### src/seq_table.sv
`timescale 1ns/1ps

module seq_table #(
    parameter type entry_t = logic [7:0],
    parameter int  ADDR_W  = 4
) (
    input  logic              i_clk,
    input  logic              i_ap_rst_n,
    input  logic              i_rd_en,
    input  logic              i_wr_en,
    input  logic [ADDR_W-1:0] i_addr,
    input  entry_t            i_wr_data,
    output entry_t            o_rd_data
);

    localparam int DEPTH = 2 ** ADDR_W;

    entry_t r_mem [DEPTH];

    // Every entry starts at zero, so owner 0 reads as unowned after reset
    always_ff @(posedge i_clk or negedge i_ap_rst_n) begin
        if (!i_ap_rst_n) begin
            r_mem <= '{default: '0};
        end else if (i_wr_en) begin
            r_mem[i_addr] <= i_wr_data;
        end
    end

    // Read data holds its value until the next read enable
    always_ff @(posedge i_clk) begin
        if (i_rd_en) begin
            o_rd_data <= r_mem[i_addr];
        end
    end

    // The controller never reads and writes a table in the same cycle
    a_no_rd_wr_overlap: assert property (
        @(posedge i_clk) disable iff (!i_ap_rst_n)
        !(i_rd_en && i_wr_en)
    ) else $error("seq_table: read and write enabled in the same cycle");

endmodule

### config.mk
export PLATFORM = sky130hd
export DESIGN_NAME = seq_table
export DESIGN_NICKNAME = d
export VERILOG_FILES = /design/src/seq_table.sv
export SDC_FILE = /design/constraint.sdc
export NUM_CORES = 1
export LEC_CHECK = 0
export BUFFER_PORTS_ARGS = -buffer_cell sky130_fd_sc_hd__buf_2
export CAP_MARGIN = 10
export CORE_ASPECT_RATIO = 0.6
export CORE_UTILIZATION = 40
export DETAILED_ROUTE_END_ITERATION = 8
export SLEW_MARGIN = 20
export SYNTH_ARGS = -nofsm -noshare
export SYNTH_HDL_FRONTEND = slang
export SYNTH_SLANG_ARGS = --single-unit
export TNS_END_PERCENT = 5
### constraint.sdc
create_clock -name i_clk -period 2.09 [get_ports i_clk]
set_input_delay 0.209 -clock i_clk [delete_from_list [all_inputs] [get_ports i_clk]]
set_output_delay 0.209 -clock i_clk [all_outputs]
set_load 0.03 [all_outputs]
## Yosys cells after proc, flatten, opt, wreduce, memory -nomap -nowiden

Cells that the tools add are included.

| cells by class | value |
|---|---|
| $lt $le $gt $ge | 2 |
| muxes and demuxes | 6 |
| bitwise logic cells | 1 |
| reduce and logical (&&, ||, !) cells | 1 |

Operator list:

| kind | count |
|---|---|
| $bwmux W128 | 1 |
| $bmux W8 S4 | 1 |
| $demux W8 S4 | 1 |
| $mux W8 | 3 |
| $ge A5 B5 Y1 const B | 1 |
| $lt A5 B1 Y1 const B | 1 |
| $not A4 Y5 | 1 |
| $logic_and A1 B1 Y1 | 1 |

| word-level totals | value |
|---|---|
| flip-flop bits (word level) | 136 |
| bits of input ports | 16 |
| output and inout port bits | 8 |
| logic and storage cells | 27 |

## Longest topological paths before layout

| depth | value |
|---|---|
| word-level depth | 6 |
| depth in mapped cells | 6 |
| depth with buffers taken out | 3 |

## Least setup slack after synthesis

No wires, ideal clock.

| path | value |
|---|---|
| path type | input port to flip-flop |
| start | input i_addr[0] |
| end | register o_rd_data[3] (netlist bit) (data pin) |
| setup time | 0.259 ns |
| data arrival time | 1.259 ns |
| required time | 1.831 ns |
| path slack | 0.571 ns |
| stages | 5 |
| buffers on the path | 2 |
| cell sequence | buf_6 -> buf_4 -> mux4_2 -> a22oi_1 -> nand2_1 |

| on the way | value |
|---|---|
| word-level cells in the longest chain between the ends | 4 |

RTL lines:

| item | line | RTL |
|---|---|---|
| from (decl) | 11 | `input logic [ADDR_W-1:0] i_addr,` |
| $not A4 Y5 (not written as such) | 32 | `o_rd_data <= r_mem[i_addr];` |
| $bmux W8 S4 | 32 |  |
| $mux W8 (not written as such) (2 in series) | 32 |  |
| to (signal assigned) | 32 |  |
| to (decl) | 13 | `output entry_t o_rd_data` |

No other way between the ends. The select of a mux whose other input is x is not followed.
A chain may end at the register's enable or synchronous reset.

## Worst setup path in the final report

| path | value |
|---|---|
| start | input i_addr[1] |
| end | register r_mem[108] (netlist bit) |

| on the way | value |
|---|---|
| word-level cells in the longest chain between the ends | 6 |
| elaborated cells between the ends (all ways) | 7 |
| classes of those cells | order compare: 2; mux: 3; bitwise: 1; reduce/logical: 1 |

RTL lines:

| item | line | RTL |
|---|---|---|
| $not A4 Y5 (not written as such) (*) | 25 | `r_mem[i_addr] <= i_wr_data;` |
| $ge A5 B5 Y1 (not written as such) / $lt A5 B1 Y1 (equally long branches) | 25 |  |
| $logic_and A1 B1 Y1 (not written as such) | 25 |  |
| $mux W8 (not written as such) | 25 |  |
| $demux W8 S4 (*) | 25 |  |
| $bwmux W128 (*) | 25 |  |
| to (signal, indexed assignment) | 25 |  |
| to (decl) | 18 | `entry_t r_mem [DEPTH];` |

Mark *: on every way between the ends. The rest lies on a longest branch, timed or not.

==> impl_metrics.json <==
{
  "max_freq_mhz": 710,
  "ys_ff_latch": 136,
  "synth_xor_xnor_area_share_pct": 0,
  "holdWs_ns": 0.190,
  "clock_sinks": 136,
  "use_met3_pct": 3.91,
  "post-route-period-util_pct": 67.4,
  "syn_avg_cell_area_um2": 16.6,
  "worst-path-stages": 4,
  "yosysMostFrequentCell": "dfrtp_1",
  "synth_edf_count": 8,
  "synth_mux_area_share_pct": 35.4,
  "use_met1_pct": 28.3,
  "tritoncts.num_buffers": 17,
  "slowest_stage": "or3_1",
  "final_hold_viol_count": 0,
  "drc": 0,
  "synth_top_family_by_area": "multiplexers",
  "synth_common_cells": "128 x dfrtp_1, 120 x mux2_2, 32 x mux4_2",
  "num_rows": 34,
  "port-buffer-count": 23,
  "ios": 24,
  "p_switching_mw": 1.94,
  "tritoncts": "done",
  "yosysTopAreaCell": "dfrtp_1",
  "seqPwrFrac_pct": 45.1,
  "status": "finished, final reports clean",
  "critPathLaunchType": "input pin",
  "maxSlewHeadroom_pct": 63.5,
  "hold_end": "o_rd_data[4]",
  "synth_fa_ha_area_share_pct": 0,
  "grt_use_met2_pct": 25.7,
  "p_int_mw": 5.99,
  "fin_tns_setup_ns": 0,
  "r2r_end": "o_rd_data[4]",
  "criticalPathCategory": "input pin to flop",
  "syn-cell-area_um2": 6200,
  "critPathMaxFanout": 13,
  "grt_max_degree": 42,
  "cts_resized": 0,
  "synth.distinct_cells": 27,
  "cts_root_buf": "clkbuf_16",
  "power_density_nw_per_um2": 1080,
  "cp.arrival_ns": 1.69,
  "ir_worst_vdd_uv": 532,
  "syn_nets": 390,
  "critPathBufInv": 1,
  "p_comb_share_pct": 16.0,
  "crit_path_end_kind": "flop",
  "worstSkewPairLatency_ns": 0.41,
  "postSynth.asyncResetShare_pct": 94.1,
  "synth_simple_gate_area_share_pct": 4.72,
  "r2r-start": "r_mem[108]",
  "p_clk_share_pct": 38.9,
  "cp_top_family": "simple AND/OR/NAND/NOR gates",
  "grt-ovfl-total": 0,
  "htreeDepth": 4,
  "crit_path_cell_trace": "buf_2 -> nand2b_1 -> or3_1 -> mux2_2",
  "fin_skew_ns": 0.00928,
  "clk_pin_slew_ns": 0.06,
  "drtPass1Iterations": 4,
  "required_ns": 2.37,
  "drive_above_1_share_pct": 60.4,
  "num_vias": 3440,
  "synth_top_area_share_pct": 51.7,
  "p_sw_share_pct": 24.4,
  "first_global_vias": 3696,
  "fp.dieW_um": 163,
  "start_util_pct": 41.9,
  "worstHoldStart": "i_rd_en",
  "drv_cap": 0,
  "syn2layout_area_growth_pct": 18.4,
  "grt_pass1_wl_um": 21500,
  "post_drt_wl_per_cell_um": 20.5,
  "drv_slew": 0,
  "rsz0062_at_grt": "false",
  "grt_usage_pct": 18.2,
  "min_path_type": "input pin to flop",
  "gp_congestion": 0.749,
  "core_um2": 14800,
  "layout.nets": 440,
  "ys_seq_area_share_pct": 55.5,
  "routed_via_density": 5.42,
  "fin_crit_ns": 1.41,
  "ant_nets": 0,
  "rrSetupSlack_ns": 0.68,
  "chipHeight_um": 98.4,
  "finalSetupViolations": 0,
  "yosys_warnings": 0,
  "hold_depth": 1,
  "dp_hpwl_um": 9220,
  "synthFlopType": "dfrtp_1",
  "utilization_pct": 49.6,
  "synth_compound_area_share_pct": 1.94,
  "ys_top_cells_by_area": "dfrtp_1 52%, mux2_2 22%, mux4_2 12%",
  "drtIter0Drc": 137,
  "cts_buffer_depth": 2,
  "cellLeakagePower_nw": 3.14,
  "wl_um": 13000,
  "r2r_cells": 3,
  "dieArea_um2": 16000,
  "cpPeakStageDelay_ns": 0.55,
  "antenna_found_initial": 0,
  "synth_cells": 374,
  "antenna_cells": 0,
  "worst_pin_slew_ns": 0.546,
  "grt-busiest-layer": "met1"
}
==> layout by cell type (no fill, tap or decap), types with 2 or more instances in the layout <==
cell and instances:
buf_2 22, nand2_2 2, nand2_1 8, edfxtp_1 8, nand3_1 2, buf_12 5, buf_4 28, or3_1 2
mux2_4 8, nor2_2 6, mux2_2 120, clkinvlp_4 3, nor2b_1 2, inv_4 2, clkinv_4 3, inv_6 2
nand3b_1 2, clkbuf_16 17, dfrtp_1 128, mux4_2 32, bufinv_16 3, a22oi_1 16, nor3_4 5
==> through the flow <==
| step | instance area, um2 | std cells | total power [mW] | setup slack [ns] |
|---|---|---|---|---|
| 3_3_place_gp | 6720 | 602 | 4.84 | 0.332 |
| 2_1_floorplan | 6200 | 374 | 4.52 | 0.571 |
| 6_report | 7340 | 635 | 7.93 | 0.682 |
| 5_1_grt | 7340 | 635 | 8.31 | 0.598 |
| 4_1_cts | 7340 | 635 | 8.02 | 0.676 |
| 3_5_place_dp | 6720 | 602 | 4.91 | 0.268 |
==> routing by layer <==
| metal | wire length [um] | share of wire [%] |
|---|---|---|
| met3 | 390 | 3.0 |
| met5 | 0 | 0 |
| met4 | 76 | 0.58 |
| met1 | 6890 | 53 |
| met2 | 5680 | 44 |
==> worst max path at each step <==
stage               slack, ns       from      endpoint
floorplan                0.57  i_addr[0]  o_rd_data[3]
global placement         0.33  i_addr[0]  o_rd_data[5]
detailed placement       0.27  i_addr[1]    r_mem[111]
CTS                      0.68  r_mem[64]  o_rd_data[0]
global route             0.60  i_addr[1]    r_mem[108]
finish                   0.68  i_addr[1]    r_mem[108]
==> area by class of cell <==
| type | count | area, um2 |
|---|---|---|
| sequential | 136 | 3440 |
| tap | 198 | 248 |
| multi-input combinational | 213 | 2610 |
| fill | 1279 | 7470 |
| clock buffer | 19 | 443 |
| clock inverter | 13 | 169 |
| timing repair buffer | 56 | 430 |
==> state kept, by name (all words and copies together), names as in the netlist <==
| name | cells |
|---|---|
| o_rd_data | 8 |
| r_mem | 128 |
==> cell families (layout without fill, tap and decap cells) <==
group                  Yosys count  count (layout)
and+or+nand+nor                 37              37
DFF                            136             136
muxes                          160             160
buffers and inverters           25              88
AOI/OAI and AO/OA               16              16
==> repair_timing <==
item,in CTS,in global routing
hold endpoints to repair,18,0
setup buffers,0,0
hold buffers,1,0
==> power groups by stage <==
stage | Clock, mW | Sequential (mW) | Combinational, mW
floorplan | 0 | 3.55 | 0.968
global placement | 0 | 3.59 | 1.24
detailed placement | 0 | 3.61 | 1.29
CTS | 3.15 | 3.57 | 1.30
global route | 3.28 | 3.65 | 1.38
finish | 3.08 | 3.57 | 1.27
No activity file was read; power rests on OpenSTA's default activity.
