--- config.mk ---
export PLATFORM = sky130hd
export DESIGN_NAME = node_seq_check
export DESIGN_NICKNAME = d
export VERILOG_FILES = /design/src/wan_seq_pkg.sv /design/src/node_seq_check.sv
export SDC_FILE = /design/constraint.sdc
export NUM_CORES = 1
export LEC_CHECK = 0
export BUFFER_PORTS_ARGS = -buffer_cell sky130_fd_sc_hd__buf_4
export CORE_MARGIN = 2
export CORE_UTILIZATION = 31
export DETAILED_ROUTE_END_ITERATION = 8
export SETUP_SLACK_MARGIN = 0.4
export SLEW_MARGIN = 25
export SYNTH_ARGS = -nofsm -noshare
export SYNTH_HDL_FRONTEND = slang
export SYNTH_SLANG_ARGS = --single-unit
--- constraint.sdc ---
create_clock -name vclk -period 2.45
set_input_delay 0.49 -clock vclk [all_inputs]
set_output_delay 0.49 -clock vclk [all_outputs]
set_load 0.01 [all_outputs]
--- src/wan_seq_pkg.sv ---
package wan_seq_pkg;

    // Outcome of comparing a sender sequence number with the stored one
    typedef enum logic [1:0] {
        VERDICT_NEW    = 2'd0,
        VERDICT_REPEAT = 2'd1,
        VERDICT_REJECT = 2'd2
    } seq_verdict_t;

    // Controller states
    typedef enum logic [2:0] {
        ST_IDLE       = 3'd0,
        ST_COMPARE    = 3'd1,
        ST_WRITE_NODE = 3'd2,
        ST_ACCESS     = 3'd3,
        ST_TRANSMIT   = 3'd4
    } core_state_t;

endpackage

--- src/node_seq_check.sv ---
`timescale 1ns/1ps

module node_seq_check import wan_seq_pkg::*; #(
    parameter int SEQ_W = 16
) (
    input  logic [SEQ_W-1:0] i_stored_seq,
    input  logic [SEQ_W-1:0] i_sender_seq,
    output seq_verdict_t     o_verdict
);

    logic [SEQ_W-1:0] w_expected_seq;
    logic             w_is_next;
    logic             w_is_same;

    // The all-ones value rolls over to zero through truncation
    assign w_expected_seq = i_stored_seq + SEQ_W'(1);

    assign w_is_next = (i_sender_seq == w_expected_seq);
    assign w_is_same = (i_sender_seq == i_stored_seq);

    // A repeat is a retransmission of the most recent request from this node
    always_comb begin
        if (w_is_next) begin
            o_verdict = VERDICT_NEW;
        end else if (w_is_same) begin
            o_verdict = VERDICT_REPEAT;
        end else begin
            o_verdict = VERDICT_REJECT;
        end
    end

endmodule

# Word-level counts from Yosys, hierarchy flattened
# Index checks and enable logic that the tools add are counted.
# Widths: inputs -> output; s select.
[word_totals]
output_inout_bits = 2
in_bits = 32
reg_bits = 0
elab_cells = 5
[op_classes]
n_addsub = 1
n_eq_ne = 2
mux = 2
[op_table]
columns = ["operator", "n"]
rows = [
  ["$eq 16x16->1", 2],
  ["$add 16x1->16 const B", 1],
  ["$mux 2", 2],
]

# Logic depth before layout (Yosys ltp)
# Gate-level depths: netlist of run 1.
[depth]
word_depth = 3
mapped_depth = 8
ltp_nobuf = 7

# Worst setup path before layout of run 1
# Ideal clock, no wire load.
[synth_path]
kind = "input -> output"
startpoint = "in i_stored_seq[0]"
endpoint = "out o_verdict[1]"
required_time_ns = 1.960
slack_ns = 0.251
cell_stages = 6
arrival_ns = 1.709
path_cell_list = "ha_1 xor2_1 a211oi_1 o2111ai_1 nor4_2 a41oi_2"
[synth_via]
elab_chain_len = 3
elab_cells_between_ends = 5
[synth_rtl]
columns = ["item", "line", "source"]
rows = [
  ["start: declaration", "node_seq_check.sv:6", "input logic [SEQ_W-1:0] i_stored_seq,"],
  ["$add 16x1->16 / $eq 16x16->1 (equally long branches)", "node_seq_check.sv:16, node_seq_check.sv:19", ""],
  ["$eq 16x16->1 / $mux 2 (equally long branches)", "node_seq_check.sv:18, node_seq_check.sv:25", ""],
  ["$mux 2 (*)", "node_seq_check.sv:23", "if (w_is_next) begin"],
  ["end: declaration", "node_seq_check.sv:8", "output seq_verdict_t o_verdict"],
]
# Every way passes the cells marked *; elsewhere a longest branch is shown, timed or not.

# Worst setup path after layout of run 1
[layout_path]
startpoint = "in i_stored_seq[1]"
endpoint = "out o_verdict[1]"
# The elaborated chain is that of the path after synthesis.

==> metrics.yaml, run 1 <==
drt-total-wl_um: 1980
final_core_util_pct: 56.6
violations: "negative setup slack"
gp_congestion: 0.768
met2_usage_pct: 32.6
fin_ws_ns: -0.00783
syn_inst: 87
drv_cap: 0
io_buffers: 34
status: "finished, violations left"
drc: 0
seq_cells: 0
grt_pass1_wl_um: 3240
antenna_cells: 0
synth.top_cells.by_area: "xnor2_1 (21%), xor2_1 (15%), nand4_1 (7.0%)"
grt_overflow: 0
synth.yosys.seq_area_share_pct: 0
synthTopCellsByCount: "xnor2_1 (15), xor2_1 (11), nand4_1 (7), nor2_1 (7), nand3_1 (6)"
fin_crit_ns: 2.46
nets: 162
top_usage_layer: "met2"
antenna_found_initial: 0
cp_max_fo: 9
dp_hpwl_um: 1570
crit_type: "in2out"
maxClockFrequency_ghz: 0.407
vias: 803
finalSetupTns_ns: -0.00783
initialDrtViolationCount: 14
start_util_pct: 32.3
via_per_inst: 5.21
synth_area_per_cell_um2: 7.21
rsz0062_at_grt: "true"
slowest_delay_ns: 0.26
syn_to_final_growth_pct: 75.4
drive_gt1_share_pct: 48.0
wl_per_cell_um: 12.9
place_ws_ns: 0.0214
fp.dieW_um: 49.0
ir_drop_mv: 0.0920
yosysMostFrequentCell: "xnor2_1"
met3_usage_pct: 0.613
power.total_uw: 181
grt_pass1_vias: 751
core_mm2: 0.00194
io_pins: 34
worst-path-buf-inv: 3
setup_violations: 1
drv_slew: 0
grtUsageTotal_pct: 16.3
worst_pin_slew_ns: 0.329
p_per_area_mw_per_mm2: 164
end_kind: "primary output"
cp_common_cell: "buf_4"
synth.distinct_cells: 33
rows: 16
yosysWarningCount: 0
critPathTopFamily: "compound AO/OA/AOI/OAI gates"
drtAntennaViolNets: 0
hold_class: "in2out"
die_h_um: 49.0
ff_latch_area_um2: 0
hold_viol_final: 0
grt_max_degree: 12
fillerInstances: 180
die_area_mm2: 0.00240
start_kind: "input pin"
worstPathArrival_ns: 1.97
syn_nets: 120
synth_top_area_cell: "xnor2_1"
slew_headroom_pct: 77.9
drt_pass1_iterations: 4
slowest_stage: "o311ai_1"
syn_area_um2: 627
grt_use_met1_pct: 20.2
p_leak_nw: 0.437
nClkBuffers: 0
crit_path_cell_trace: "buf_4, ha_4, buf_4, and3_4, nor2b_1, o311ai_1, o41ai_2, a41oi_2, buf_4"
fin_crit_sh_pct: 100
worstPathRequired_ns: 1.96
synth_top_area_share_pct: 21.0
timing repair:
item / 4_1_cts / 5_1_grt
endpoints found under the setup margin: 2 / 2
pin swaps: 4 / 10
setup buffers: 3 / 3
hold buffers: 0 / 0
resized for setup: 7 / 13
final cells by class:
| type | instances | area (µm²) | area share, % |
|---|---|---|---|
| inverter | 1 | 3.75 | 0.341 |
| multi-input combinational | 84 | 736 | 66.9 |
| tap | 27 | 33.8 | 3.07 |
| timing repair buffer | 42 | 327 | 29.7 |
layer usage:
layer	vias to the layer above	part of all wire, %	routed length (µm)
li1	408	-	-
met1	377	43	848
met2	18	52	1030
met3	0	5.3	104
met4	0	0	0
met5	-	0	0
cells by family (layout without fill, tap and decap cells):
logic type	after synthesis	in the layout	synth area share, %
and+or+nand+nor	43	43	40.9
AOI/OAI and AO/OA	14	14	17.2
buffers and inverters	3	43	3.59
xor gates and xnor gates	26	26	36.3
adders and majority gates	1	1	2.00
power breakdown:
part,internal [mW],leakage [nW],total (mW),switching (mW)
clock network,0,0,0,0
registers,0,0,0,0
logic,0.0931,0.437,0.181,0.0874
total,0.0931,0.437,0.181,0.0874
tightest hold or removal path, cell delays in order:
cell     delay [ns]
buf_4          0.11
o41ai_2        0.09
a41oi_2        0.15
buf_4          0.12
worst paths after layout:
check | start | end | slack [ns] | cells past startpoint
setup / recovery | i_stored_seq[1] | o_verdict[1] | -0.008 | 9
hold / removal | i_sender_seq[6] | o_verdict[1] | 1.45 | 4
metrics by stage:
stage / instance area (µm²) / hold slack [ns] / instances
after floorplan: 652 / 1.17 / 87
after global placement: 930 / 1.45 / 148
after detailed placement: 930 / 1.45 / 148
after CTS: 991 / 1.44 / 151
after global routing: 1100 / 1.47 / 154
final: 1100 / 1.45 / 154
placed cells by master, fill, tap and decap left out, types with 2 or more instances in the layout:
cell and instances:
nand4_1 7, buf_4 39, nor2_1 6, nand3_1 6
buf_6 3, nor2b_1 2, xnor2_1 14, nor3_1 3
nand2_1 5, nor4_2 3, a21oi_1 3, nor3_4 2
xor2_4 2, xor2_1 8
Power figures use the tool's default switching activity.
==> run 2, diff against run 1 <==
Settings changed: CORE_UTILIZATION 31 to 45, PLACE_DENSITY set to 0.81.
==> run 2 against run 1 <==
Compared with the run above: the flow still finishes with violations (negative setup slack); die area decreased by 29%; first-iteration DRC count increased to 2.8 times the previous value; cell area increased by 7.7%; fmax decreased by 1.6%; global-route usage increased by 13 points; clock-buffer cell count unchanged; critical path type unchanged; critical endpoint unchanged; largest power group unchanged.
==> metrics.yaml, run 2 (synthesis gave the netlist of run 1 again) <==
p_leak_nw: 0.466
whs_ns: 1.47
worst_pin_slew_ns: 0.357
stdcell_count: 145
wl_per_cell_um: 20.0
start_kind: "input pin"
rows: 13
via_per_inst: 6.49
crit_type: "in2out"
maxClockFrequency_ghz: 0.400
seq_cells: 0
p_per_area_mw_per_mm2: 179
final_common_cell: "buf_4"
hold_class: "in2out"
dp_hpwl_um: 1490
fin_crit_sh_pct: 102
fp.dieW_um: 41.3
status: "finished, violations left"
rsz0062_at_grt: "true"
io_pins: 34
grt_overflow: 0
final_core_util_pct: 91.1
slew_headroom_pct: 76.0
initialDrtViolationCount: 39
worstPathRequired_ns: 1.96
ir_drop_mv: 0.140
fin_ws_ns: -0.0472
drc: 0
start_util_pct: 48.2
nets: 165
drtAntennaViolNets: 0
hold_buffers: 0
drt-total-wl_um: 2890
drv_slew: 0
nClkBuffers: 0
grt_pass1_wl_um: 3220
placed_cell_area_um2: 900
final_cell_area_mm2: 0.00118
layout_common_cells: "buf_4 (37), xnor2_1 (13), nand4_1 (7), nand3_1 (6)"
core_mm2: 0.00130
grt_pass1_vias: 762
hold_viol_final: 0
drt_pass1_iterations: 4
antenna_cells: 0
syn_to_final_growth_pct: 89.0
io_buffers: 34
end_kind: "primary output"
violations: "negative setup slack"
drv_cap: 0
die_h_um: 41.3
grtUsageTotal_pct: 29.1
dp.cells: 134
cp_max_fo: 4
drive_gt1_share_pct: 56.9
setup_violations: 1
ff_latch_area_um2: 0
worstPathArrival_ns: 2.01
grt_max_degree: 10
antenna_found_initial: 0
vias: 941
gp_congestion: 0.846
fin_crit_ns: 2.50
die_area_mm2: 0.00171
run 2: final cells by class:
type / instances / area, µm²
fillers: 50 / 116
inverters: 1 / 3.75
multi-input cells: 84 / 769
well taps: 15 / 18.8
repair buffers: 45 / 393
run 2: final timing paths:
path	end	start	depth (start not counted)	slack, ns
min	o_verdict[1]	i_sender_seq[6]	4	1.47
max	o_verdict[1]	i_stored_seq[9]	9	-0.05
run 2: worst max-delay path: stages:
cell and delay (ns):
buf_4 0.11, nand4_1 0.23, nor2_2 0.23, buf_4 0.14, xnor2_1 0.12, a31oi_1 0.12
nor4_2 0.26, a41oi_2 0.15, buf_4 0.17
run 2: repair_timing:
action / CTS / global route
resized for setup: 19 / 17
endpoints found under the setup margin: 2 / 2
buffers inserted: 9 / 2
pin swaps: 10 / 14
run 2: report_power, final:
group,switching (mW),internal (mW)
combinational,0.105,0.107
clock,0,0
sequential,0,0
total,0.105,0.107
run 2: routing by layer:
| metal | vias to the layer above | GRT usage, % | wire (µm) |
|---|---|---|---|
| met5 | - | 0 | 0 |
| met4 | 0 | 18.5 | 228 |
| met3 | 27 | 4.26 | 232 |
| met2 | 71 | 48.4 | 1410 |
| met1 | 431 | 34.5 | 1020 |
| li1 | 412 | - | - |
run 2: through the flow:
step | setup TNS, ns | total power [mW] | worst slack [ns]
5_1_grt | -0.119 | 0.224 | -0.119
4_1_cts | 0 | 0.177 | 0.0731
3_3_place_gp | 0 | 0.145 | 0.0740
6_report | -0.0472 | 0.212 | -0.0472
3_5_place_dp | 0 | 0.147 | 0.0493
2_1_floorplan | 0 | 0.0793 | 0.327
