**src/rpn_msg_pkg.sv**
```systemverilog
package rpn_msg_pkg;

    // Codes carried in the message type field of requests and replies
    typedef enum logic [3:0] {
        MSG_NODE_SEQ_CHECK = 4'd1,
        MSG_NODE_SEQ_REPLY = 4'd2,
        MSG_WAN_READ       = 4'd3,
        MSG_WAN_READ_REPLY = 4'd4,
        MSG_WAN_WRITE      = 4'd5,
        MSG_WAN_WRITE_RESP = 4'd6,
        MSG_WAN_CHECK      = 4'd7,
        MSG_WAN_CHECK_DATA = 4'd8
    } msg_type_t;

    // Maps a request code to the code of its reply
    // Codes that are not requests come back unchanged
    function automatic msg_type_t reply_code(input msg_type_t req);
        msg_type_t rep;
        case (req)
            MSG_NODE_SEQ_CHECK: rep = MSG_NODE_SEQ_REPLY;
            MSG_WAN_READ:       rep = MSG_WAN_READ_REPLY;
            MSG_WAN_WRITE:      rep = MSG_WAN_WRITE_RESP;
            MSG_WAN_CHECK:      rep = MSG_WAN_CHECK_DATA;
            default:            rep = req;
        endcase
        return rep;
    endfunction

endpackage

```
**src/wan_seq_pkg.sv**
```systemverilog
package wan_seq_pkg;

    // Outcome of comparing a sender sequence number with the stored one
    typedef enum logic [1:0] {
        VERDICT_NEW    = 2'd0,
        VERDICT_REPEAT = 2'd1,
        VERDICT_REJECT = 2'd2
    } seq_verdict_t;

    // Controller states
    typedef enum logic [2:0] {
        ST_IDLE       = 3'd0,
        ST_COMPARE    = 3'd1,
        ST_WRITE_NODE = 3'd2,
        ST_ACCESS     = 3'd3,
        ST_TRANSMIT   = 3'd4
    } core_state_t;

endpackage

```
**src/rpn_seq_ctrl.sv**
```systemverilog
`timescale 1ns/1ps

module rpn_seq_ctrl import rpn_msg_pkg::*, wan_seq_pkg::*; #(
    parameter int NODE_ID_W  = 8,
    parameter int SEQ_W      = 16,
    parameter int WAN_SEQ_W  = 32,
    parameter int WAN_DEST_W = 6
) (
    input  logic                  i_clk,
    input  logic                  i_ap_rst_n,
    // Request side
    input  logic                  i_req_valid,
    output logic                  o_req_ready,
    input  msg_type_t             i_req_msg_type,
    input  logic [NODE_ID_W-1:0]  i_req_sender_id,
    input  logic [SEQ_W-1:0]      i_req_seq_num,
    input  logic [WAN_DEST_W-1:0] i_req_wan_dest,
    // Reply side
    output logic                  o_rep_valid,
    input  logic                  i_rep_ready,
    output msg_type_t             o_rep_msg_type,
    output logic [SEQ_W-1:0]      o_rep_seq_num,
    output logic [WAN_SEQ_W-1:0]  o_rep_wan_seq_num,
    output logic [WAN_DEST_W-1:0] o_rep_wan_dest,
    output logic                  o_rep_locked,
    // Decision logic and tables
    input  logic [SEQ_W-1:0]      i_node_seq_rd,
    input  seq_verdict_t          i_verdict,
    input  logic [WAN_SEQ_W-1:0]  i_report_seq,
    input  logic                  i_report_locked,
    output logic                  o_node_rd_en,
    output logic                  o_node_wr_en,
    output logic [NODE_ID_W-1:0]  o_node_addr,
    output logic [SEQ_W-1:0]      o_node_wr_data,
    output logic                  o_wan_rd_en,
    output logic [WAN_DEST_W-1:0] o_wan_addr,
    output logic                  o_access,
    output msg_type_t             o_msg_type,
    output logic [NODE_ID_W-1:0]  o_sender_id
);

    core_state_t r_state;
    core_state_t w_next_state;
    logic        w_req_accept;

    // Captured request
    msg_type_t             r_msg_type;
    logic [NODE_ID_W-1:0]  r_sender_id;
    logic [SEQ_W-1:0]      r_seq_num;
    logic [WAN_DEST_W-1:0] r_wan_dest;

    assign o_req_ready  = (r_state == ST_IDLE);
    assign o_rep_valid  = (r_state == ST_TRANSMIT);
    assign w_req_accept = i_req_valid && o_req_ready;

    always_comb begin
        w_next_state = r_state;
        case (r_state)
            ST_IDLE: begin
                if (i_req_valid) begin
                    w_next_state = ST_COMPARE;
                end
            end
            ST_COMPARE: begin
                case (r_msg_type)
                    MSG_NODE_SEQ_CHECK: w_next_state = ST_TRANSMIT;
                    MSG_WAN_READ, MSG_WAN_CHECK: begin
                        // A retransmitted read goes back to the tables and locks again
                        case (i_verdict)
                            VERDICT_NEW:    w_next_state = ST_WRITE_NODE;
                            VERDICT_REPEAT: w_next_state = ST_ACCESS;
                            default:        w_next_state = ST_IDLE;
                        endcase
                    end
                    MSG_WAN_WRITE: begin
                        // A retransmitted write was already applied so it is only acknowledged
                        case (i_verdict)
                            VERDICT_NEW:    w_next_state = ST_WRITE_NODE;
                            VERDICT_REPEAT: w_next_state = ST_TRANSMIT;
                            default:        w_next_state = ST_IDLE;
                        endcase
                    end
                    default: w_next_state = ST_IDLE;
                endcase
            end
            ST_WRITE_NODE: w_next_state = ST_ACCESS;
            ST_ACCESS:     w_next_state = ST_TRANSMIT;
            ST_TRANSMIT: begin
                if (i_rep_ready) begin
                    w_next_state = ST_IDLE;
                end
            end
            default: w_next_state = ST_IDLE;
        endcase
    end

    always_ff @(posedge i_clk or negedge i_ap_rst_n) begin
        if (!i_ap_rst_n) begin
            r_state <= ST_IDLE;
        end else begin
            r_state <= w_next_state;
        end
    end

    always_ff @(posedge i_clk) begin
        if (w_req_accept) begin
            r_msg_type  <= i_req_msg_type;
            r_sender_id <= i_req_sender_id;
            r_seq_num   <= i_req_seq_num;
            r_wan_dest  <= i_req_wan_dest;
        end
    end

    // Node table is read while the request is still on the input
    assign o_node_rd_en   = w_req_accept;
    assign o_node_addr    = (r_state == ST_IDLE) ? i_req_sender_id : r_sender_id;
    assign o_node_wr_en   = (r_state == ST_WRITE_NODE);
    assign o_node_wr_data = r_seq_num;

    // WAN and owner tables are read one cycle ahead of access
    assign o_wan_rd_en = (w_next_state == ST_ACCESS);
    assign o_wan_addr  = r_wan_dest;
    assign o_access    = (r_state == ST_ACCESS);
    assign o_msg_type  = r_msg_type;
    assign o_sender_id = r_sender_id;

    always_ff @(posedge i_clk) begin
        if (w_req_accept) begin
            o_rep_wan_seq_num <= '0;
            o_rep_wan_dest    <= '0;
            o_rep_locked      <= 1'b0;
        end else if (r_state == ST_COMPARE) begin
            o_rep_msg_type <= reply_code(r_msg_type);
            if (r_msg_type == MSG_NODE_SEQ_CHECK) begin
                o_rep_seq_num <= i_node_seq_rd;
            end else begin
                o_rep_seq_num <= r_seq_num;
            end
        end else if (o_access) begin
            o_rep_wan_seq_num <= i_report_seq;
            o_rep_wan_dest    <= r_wan_dest;
            o_rep_locked      <= i_report_locked;
        end
    end

    a_one_item_in_flight: assert property (
        @(posedge i_clk) disable iff (!i_ap_rst_n)
        !(o_rep_valid && o_req_ready)
    ) else $error("rpn_seq_ctrl: request and reply open at the same time");

    // A stalled reply keeps every field until the receiver takes it
    a_reply_stable: assert property (
        @(posedge i_clk) disable iff (!i_ap_rst_n)
        o_rep_valid && !i_rep_ready |=> o_rep_valid
            && $stable(o_rep_msg_type) && $stable(o_rep_seq_num)
            && $stable(o_rep_wan_seq_num) && $stable(o_rep_wan_dest)
            && $stable(o_rep_locked)
    ) else $error("rpn_seq_ctrl: reply changed under back-pressure");

endmodule

```
**config.mk**
```make
export PLATFORM = sky130hd
export DESIGN_NAME = rpn_seq_ctrl
export DESIGN_NICKNAME = d
export VERILOG_FILES = /design/src/rpn_msg_pkg.sv /design/src/wan_seq_pkg.sv /design/src/rpn_seq_ctrl.sv
export SDC_FILE = /design/constraint.sdc
export NUM_CORES = 1
export LEC_CHECK = 0
export ABC_AREA = 0
export BUFFER_PORTS_ARGS = -buffer_cell sky130_fd_sc_hd__buf_4
export CORE_MARGIN = 10
export CORE_UTILIZATION = 30
export DETAILED_ROUTE_END_ITERATION = 8
export HOLD_SLACK_MARGIN = 0.02
export PLACE_DENSITY = 0.6
export SLEW_MARGIN = 20
export SYNTH_ARGS = -nofsm -noshare
export SYNTH_HDL_FRONTEND = slang
export SYNTH_SLANG_ARGS = --single-unit
```
**constraint.sdc**
```tcl
create_clock -name i_clk -period 7.6 [get_ports i_clk]
set_input_delay 0.38 -clock i_clk [delete_from_list [all_inputs] [get_ports i_clk]]
set_output_delay 0.38 -clock i_clk [all_outputs]
set_load 0.005 [all_outputs]
```
Word level (Yosys, flattened, before mapping)
Cells that the tools add are included.

Flip-flop bits (word level): 96. Output and inout port bits: 107.

Eq/ne operators: 10. Mux-type cells: 9. Bitwise gates (word level): 2. Reductions and logical operators: 6.

Operator list (count): $mux 16 (1); $pmux 4 s4 (1); $pmux 3 s5 (1); $eq 3x2->1 const B (3); $pmux 3 s3 (1); $eq 4x3->1 const B (2); $mux 8 (1); $mux 3 (2); $pmux 3 s2 (1); $eq 4x1->1 const B (1); $eq 4x2->1 const B (1); $pmux 2 s2 (1); $reduce_and 2->1 (2); $eq 3x1->1 const B (1); $eq 3x3->1 const B (1); $logic_not 3->1 (1); $eq 2x1->1 const B (1); $logic_not 2->1 (1); $not 1->1 (2); $reduce_or 2->1 (1); $logic_and 1x1->1 (1).

Depth between registers and ports, before layout
Word-level depth: 5. Gate-level depth with buffers: 6. Gate-level depth less buffers: 4.

Worst setup path before layout
OpenSTA, ideal clock, no wires.

Kind: register -> register. Start: register r_state[1]. End: register o_rep_msg_type[0] (enable). Library setup time: 427 ps. Arrival time: 2029 ps. Data required time: 7173 ps. Path slack: 5144 ps. Cell stages (with the launch flop): 3. Buffers on the path: 1. Clock period less this slack: 2456 ps. Cell sequence: dfrtp_1 -> buf_2 -> nor3b_1.

Word-level cells in the longest chain between the ends: 4. Elaborated cells between the ends (all ways): 5.

RTL lines: from (decl) (line rpn_seq_ctrl.sv:42) `core_state_t r_state;`; from (signal assigned) (line rpn_seq_ctrl.sv:101) `r_state <= w_next_state;`; $logic_not 3->1 (line rpn_seq_ctrl.sv:52) `assign o_req_ready = (r_state == ST_IDLE);`; $logic_and 1x1->1 (line rpn_seq_ctrl.sv:54) `assign w_req_accept = i_req_valid && o_req_ready;`; $not 1->1 (no source line); $reduce_and 2->1 (no source line) (*); to (signal assigned) (line rpn_seq_ctrl.sv:133) `o_rep_msg_type <= reply_code(r_msg_type);`; to (decl) (line rpn_seq_ctrl.sv:21) `output msg_type_t o_rep_msg_type,`.

Every way passes the cells marked *; elsewhere a longest branch is shown, timed or not. A chain may end at the register's enable or synchronous reset.

Worst setup path in the final report
Start: register r_state[2]. End: output port o_node_rd_en.

Word-level cells in the longest chain between the ends: 2.

RTL lines: $logic_not 3->1 (line rpn_seq_ctrl.sv:52); $logic_and 1x1->1 (line rpn_seq_ctrl.sv:54); to (decl) (line rpn_seq_ctrl.sv:31) `output logic o_node_rd_en,`.

No other way between the ends.

==> impl_metrics.tcl <==
set metrics [dict create \
    core_um2 12100 \
    min_from "i_req_msg_type[0]" \
    syn_inst 283 \
    gp_congestion 0.715 \
    cts_buffer_depth 2 \
    vias 2812 \
    drc_errors 0 \
    drt-total-wl_mm 10.7 \
    skew_ns 0.00738 \
    maxClockFrequency_ghz 0.341 \
    rr_startpoint "r_state[2]$_DFF_PN0_" \
    endpoint_kind "output pin" \
    min_delay_path_depth 1 \
    path_class "register to output pin" \
    nNetsFinal 567 \
    synth_area_leaders "edfxtp_1 (44%), dfxtp_1 (21%), nand2_1 (8.3%)" \
    synth_seq_cells 96 \
    max_cap_violations 0 \
    critPathLaunchType "register" \
    synthTopCellsByCount "nand2_1 (82), edfxtp_1 (54), dfxtp_1 (39), a21oi_2 (29), mux2_2 (24)" \
    grt_max_degree 75 \
    avgSynthCellArea_um2 13.1 \
    required_ns 7.22 \
    startpoint "r_state[2]$_DFF_PN0_" \
    drt_first_pass_iters 4 \
    vdd_drop_max_v 0.000322 \
    rr_worst_depth 3 \
    dp_slack_ns 4.95 \
    numCtsBuffers 9 \
    drt_iter0_markers 111 \
    yosysMostFrequentCell "nand2_1" \
    grt_pass1_wl_mm 15.8 \
    antenna_found_initial 0 \
    wire_per_inst_um 16.5 \
    cts_root_buffer "clkbuf_16" \
    period_needed_ns 2.93 \
    vias_per_cell 4.32 \
    grt_pass1_vias 2964 \
    die_area_um2 17200 \
    hold_viol 0 \
    synth_edf_count 54 \
    grt_usage_pct 11.8 \
    fin_ws_ns 4.67 \
    clk_latency_ns 0.34 \
    cts_tree "built" \
    synth_top_area_share_pct 43.8 \
    drv_slew 0 \
    place_area_um2 5260 \
    dp_hpwl_mm 8.16 \
    hold_class "input port to register" \
    cts.reportedPaths.clkPinSlew_ns 0.07 \
    die_w_um 131 \
    grt-ovfl-total 0 \
    powerDensity_nw_per_um2 337 \
    synth_top_cell_by_area "edfxtp_1" \
    synthesis.nets 372 \
    leakagePower_nw 2.31 \
    tightest_slew_ns 1.03 \
    timing.setup.tns_ns 0 \
    synth_cell_type_count 30 \
    rsz0062_at_grt "no" \
    diodes 0 \
    min_period_over_period_pct 38.6 \
    synthArstFlopShare_pct 3.13 \
    critPathMaxFanout 74 \
    boundaryPins 196 \
    layout-drive-gt1-share_pct 56.3 \
    stdcell_area_um2 5600 \
    yosysSeqAreaShare_pct 66.9 \
    port_buffers 195 \
    htreeDepth 3 \
    yosys_most_used_dff "edfxtp_1" \
    area.growth.synth_to_final_pct 51.3 \
    finalSetupViolations 0 \
    utilization_pct 46.4 \
    p_total_w 0.00189 \
    clock-sinks 96 \
    synth_area_um2 3700 \
    postRouteAntennaNets 0 \
    die_h_um 131 \
    placement_rows 40 \
    yosys_warnings 0 \
    relSlewSlack_pct 31.2 \
    cp.arrival_ns 2.55 \
    status "finished clean" \
    initial_utilization_pct 30.7 \
]
==> cell type report <==
type | count | area (µm²)
Clock buffer | 10 | 229
Clock inverter | 6 | 106
Fill cell | 1138 | 6460
Inverter | 4 | 15.0
Multi-Input combinational cell | 167 | 1060
Sequential cell | 96 | 2480
Tap cell | 168 | 210
Timing Repair Buffer | 200 | 1500
==> cell families (layout without fill, tap and decap cells) <==
logic type,after synthesis,after routing,share of synthesized area [%]
XOR/XNOR,2,2,0.473
multiplexers,24,24,7.30
AO/OA/AOI/OAI,45,45,9.26
flip-flops,96,96,66.9
buffers and inverters,20,220,4.60
AND/OR/NAND/NOR,96,96,11.4
==> path summary, 6_finish.rpt <==
path | to | slack (ns)
setup / recovery | o_node_rd_en | 4.67
hold / removal | o_msg_type[0]$_DFFE_PP_ | 0.22
setup reg to reg | o_node_wr_data[8]$_DFFE_PP_ | 5.20
hold reg to reg | o_rep_wan_seq_num[4]$_SDFFE_PP0P_ | 0.46
max in group asynchronous | r_state[2]$_DFF_PN0_ | 7.11
min in group asynchronous | r_state[0]$_DFF_PN0_ | 0.39
==> per-stage QoR <==
step | hold slack (ns) | instances
4_1_cts | 0.202 | 651
6_report | 0.217 | 651
5_1_grt | 0.199 | 651
2_1_floorplan | 0.0844 | 283
3_5_place_dp | 0.172 | 634
3_3_place_gp | 0.172 | 634
==> sequential cells by signal (all words and copies together), names as in the netlist <==
name               cells
o_rep_seq_num         16
o_rep_wan_dest         6
o_rep_wan_seq_num     32
o_wan_addr             6
o_sender_id            8
r_state                3
o_rep_locked           1
o_msg_type             4
o_node_wr_data        16
o_rep_msg_type         4
==> metal layers <==
metal  part of all wire (%)  track usage (%)
met2                     49             19.6
met4                    1.2             4.51
met1                     40             13.3
met3                     10             4.83
met5                      0                0
==> power by group <==
group | total (W) | internal [W] | switching [W]
logic | 0.000585 | 0.000309 | 0.000277
clock network | 0.000509 | 0.000321 | 0.000188
registers | 0.000795 | 0.000723 | 0.0000721
==> cells in the final DEF (no fill, tap or decap), drive strengths merged <==
| cell | count |
|---|---|
| or2 | 1 |
| nand3b | 1 |
| inv | 5 |
| xnor2 | 2 |
| mux2 | 24 |
| nor2 | 2 |
| clkbuf | 10 |
| nor3b | 2 |
| nand2b | 1 |
| nand2 | 82 |
| dfxtp | 39 |
| a21oi | 40 |
| edfxtp | 54 |
| clkinv | 2 |
| and2 | 2 |
| buf | 199 |
| and4bb | 1 |
| a311o | 1 |
| a31o | 1 |
| nand4 | 1 |
| dfrtp | 3 |
| nor2b | 1 |
| nor3 | 2 |
| dlygate4sd3 | 1 |
| o21ai | 3 |
| bufinv | 3 |
==> timing repair <==
action                                  4_1_cts  5_1_grt
setup buffers                                 0        0
hold endpoints to repair                      3        0
hold buffers                                  1        0
resized for setup                             0        0
endpoints found under the setup margin        0        0
==> critical path, cell delays in order, from the launching register on <==
cell	delay [ns]
dfrtp_1	0.45
nor3_4	0.52
and2_4	0.22
buf_4	0.77
buf_4	0.24
Note: power is estimated with default switching activity, not from simulation.
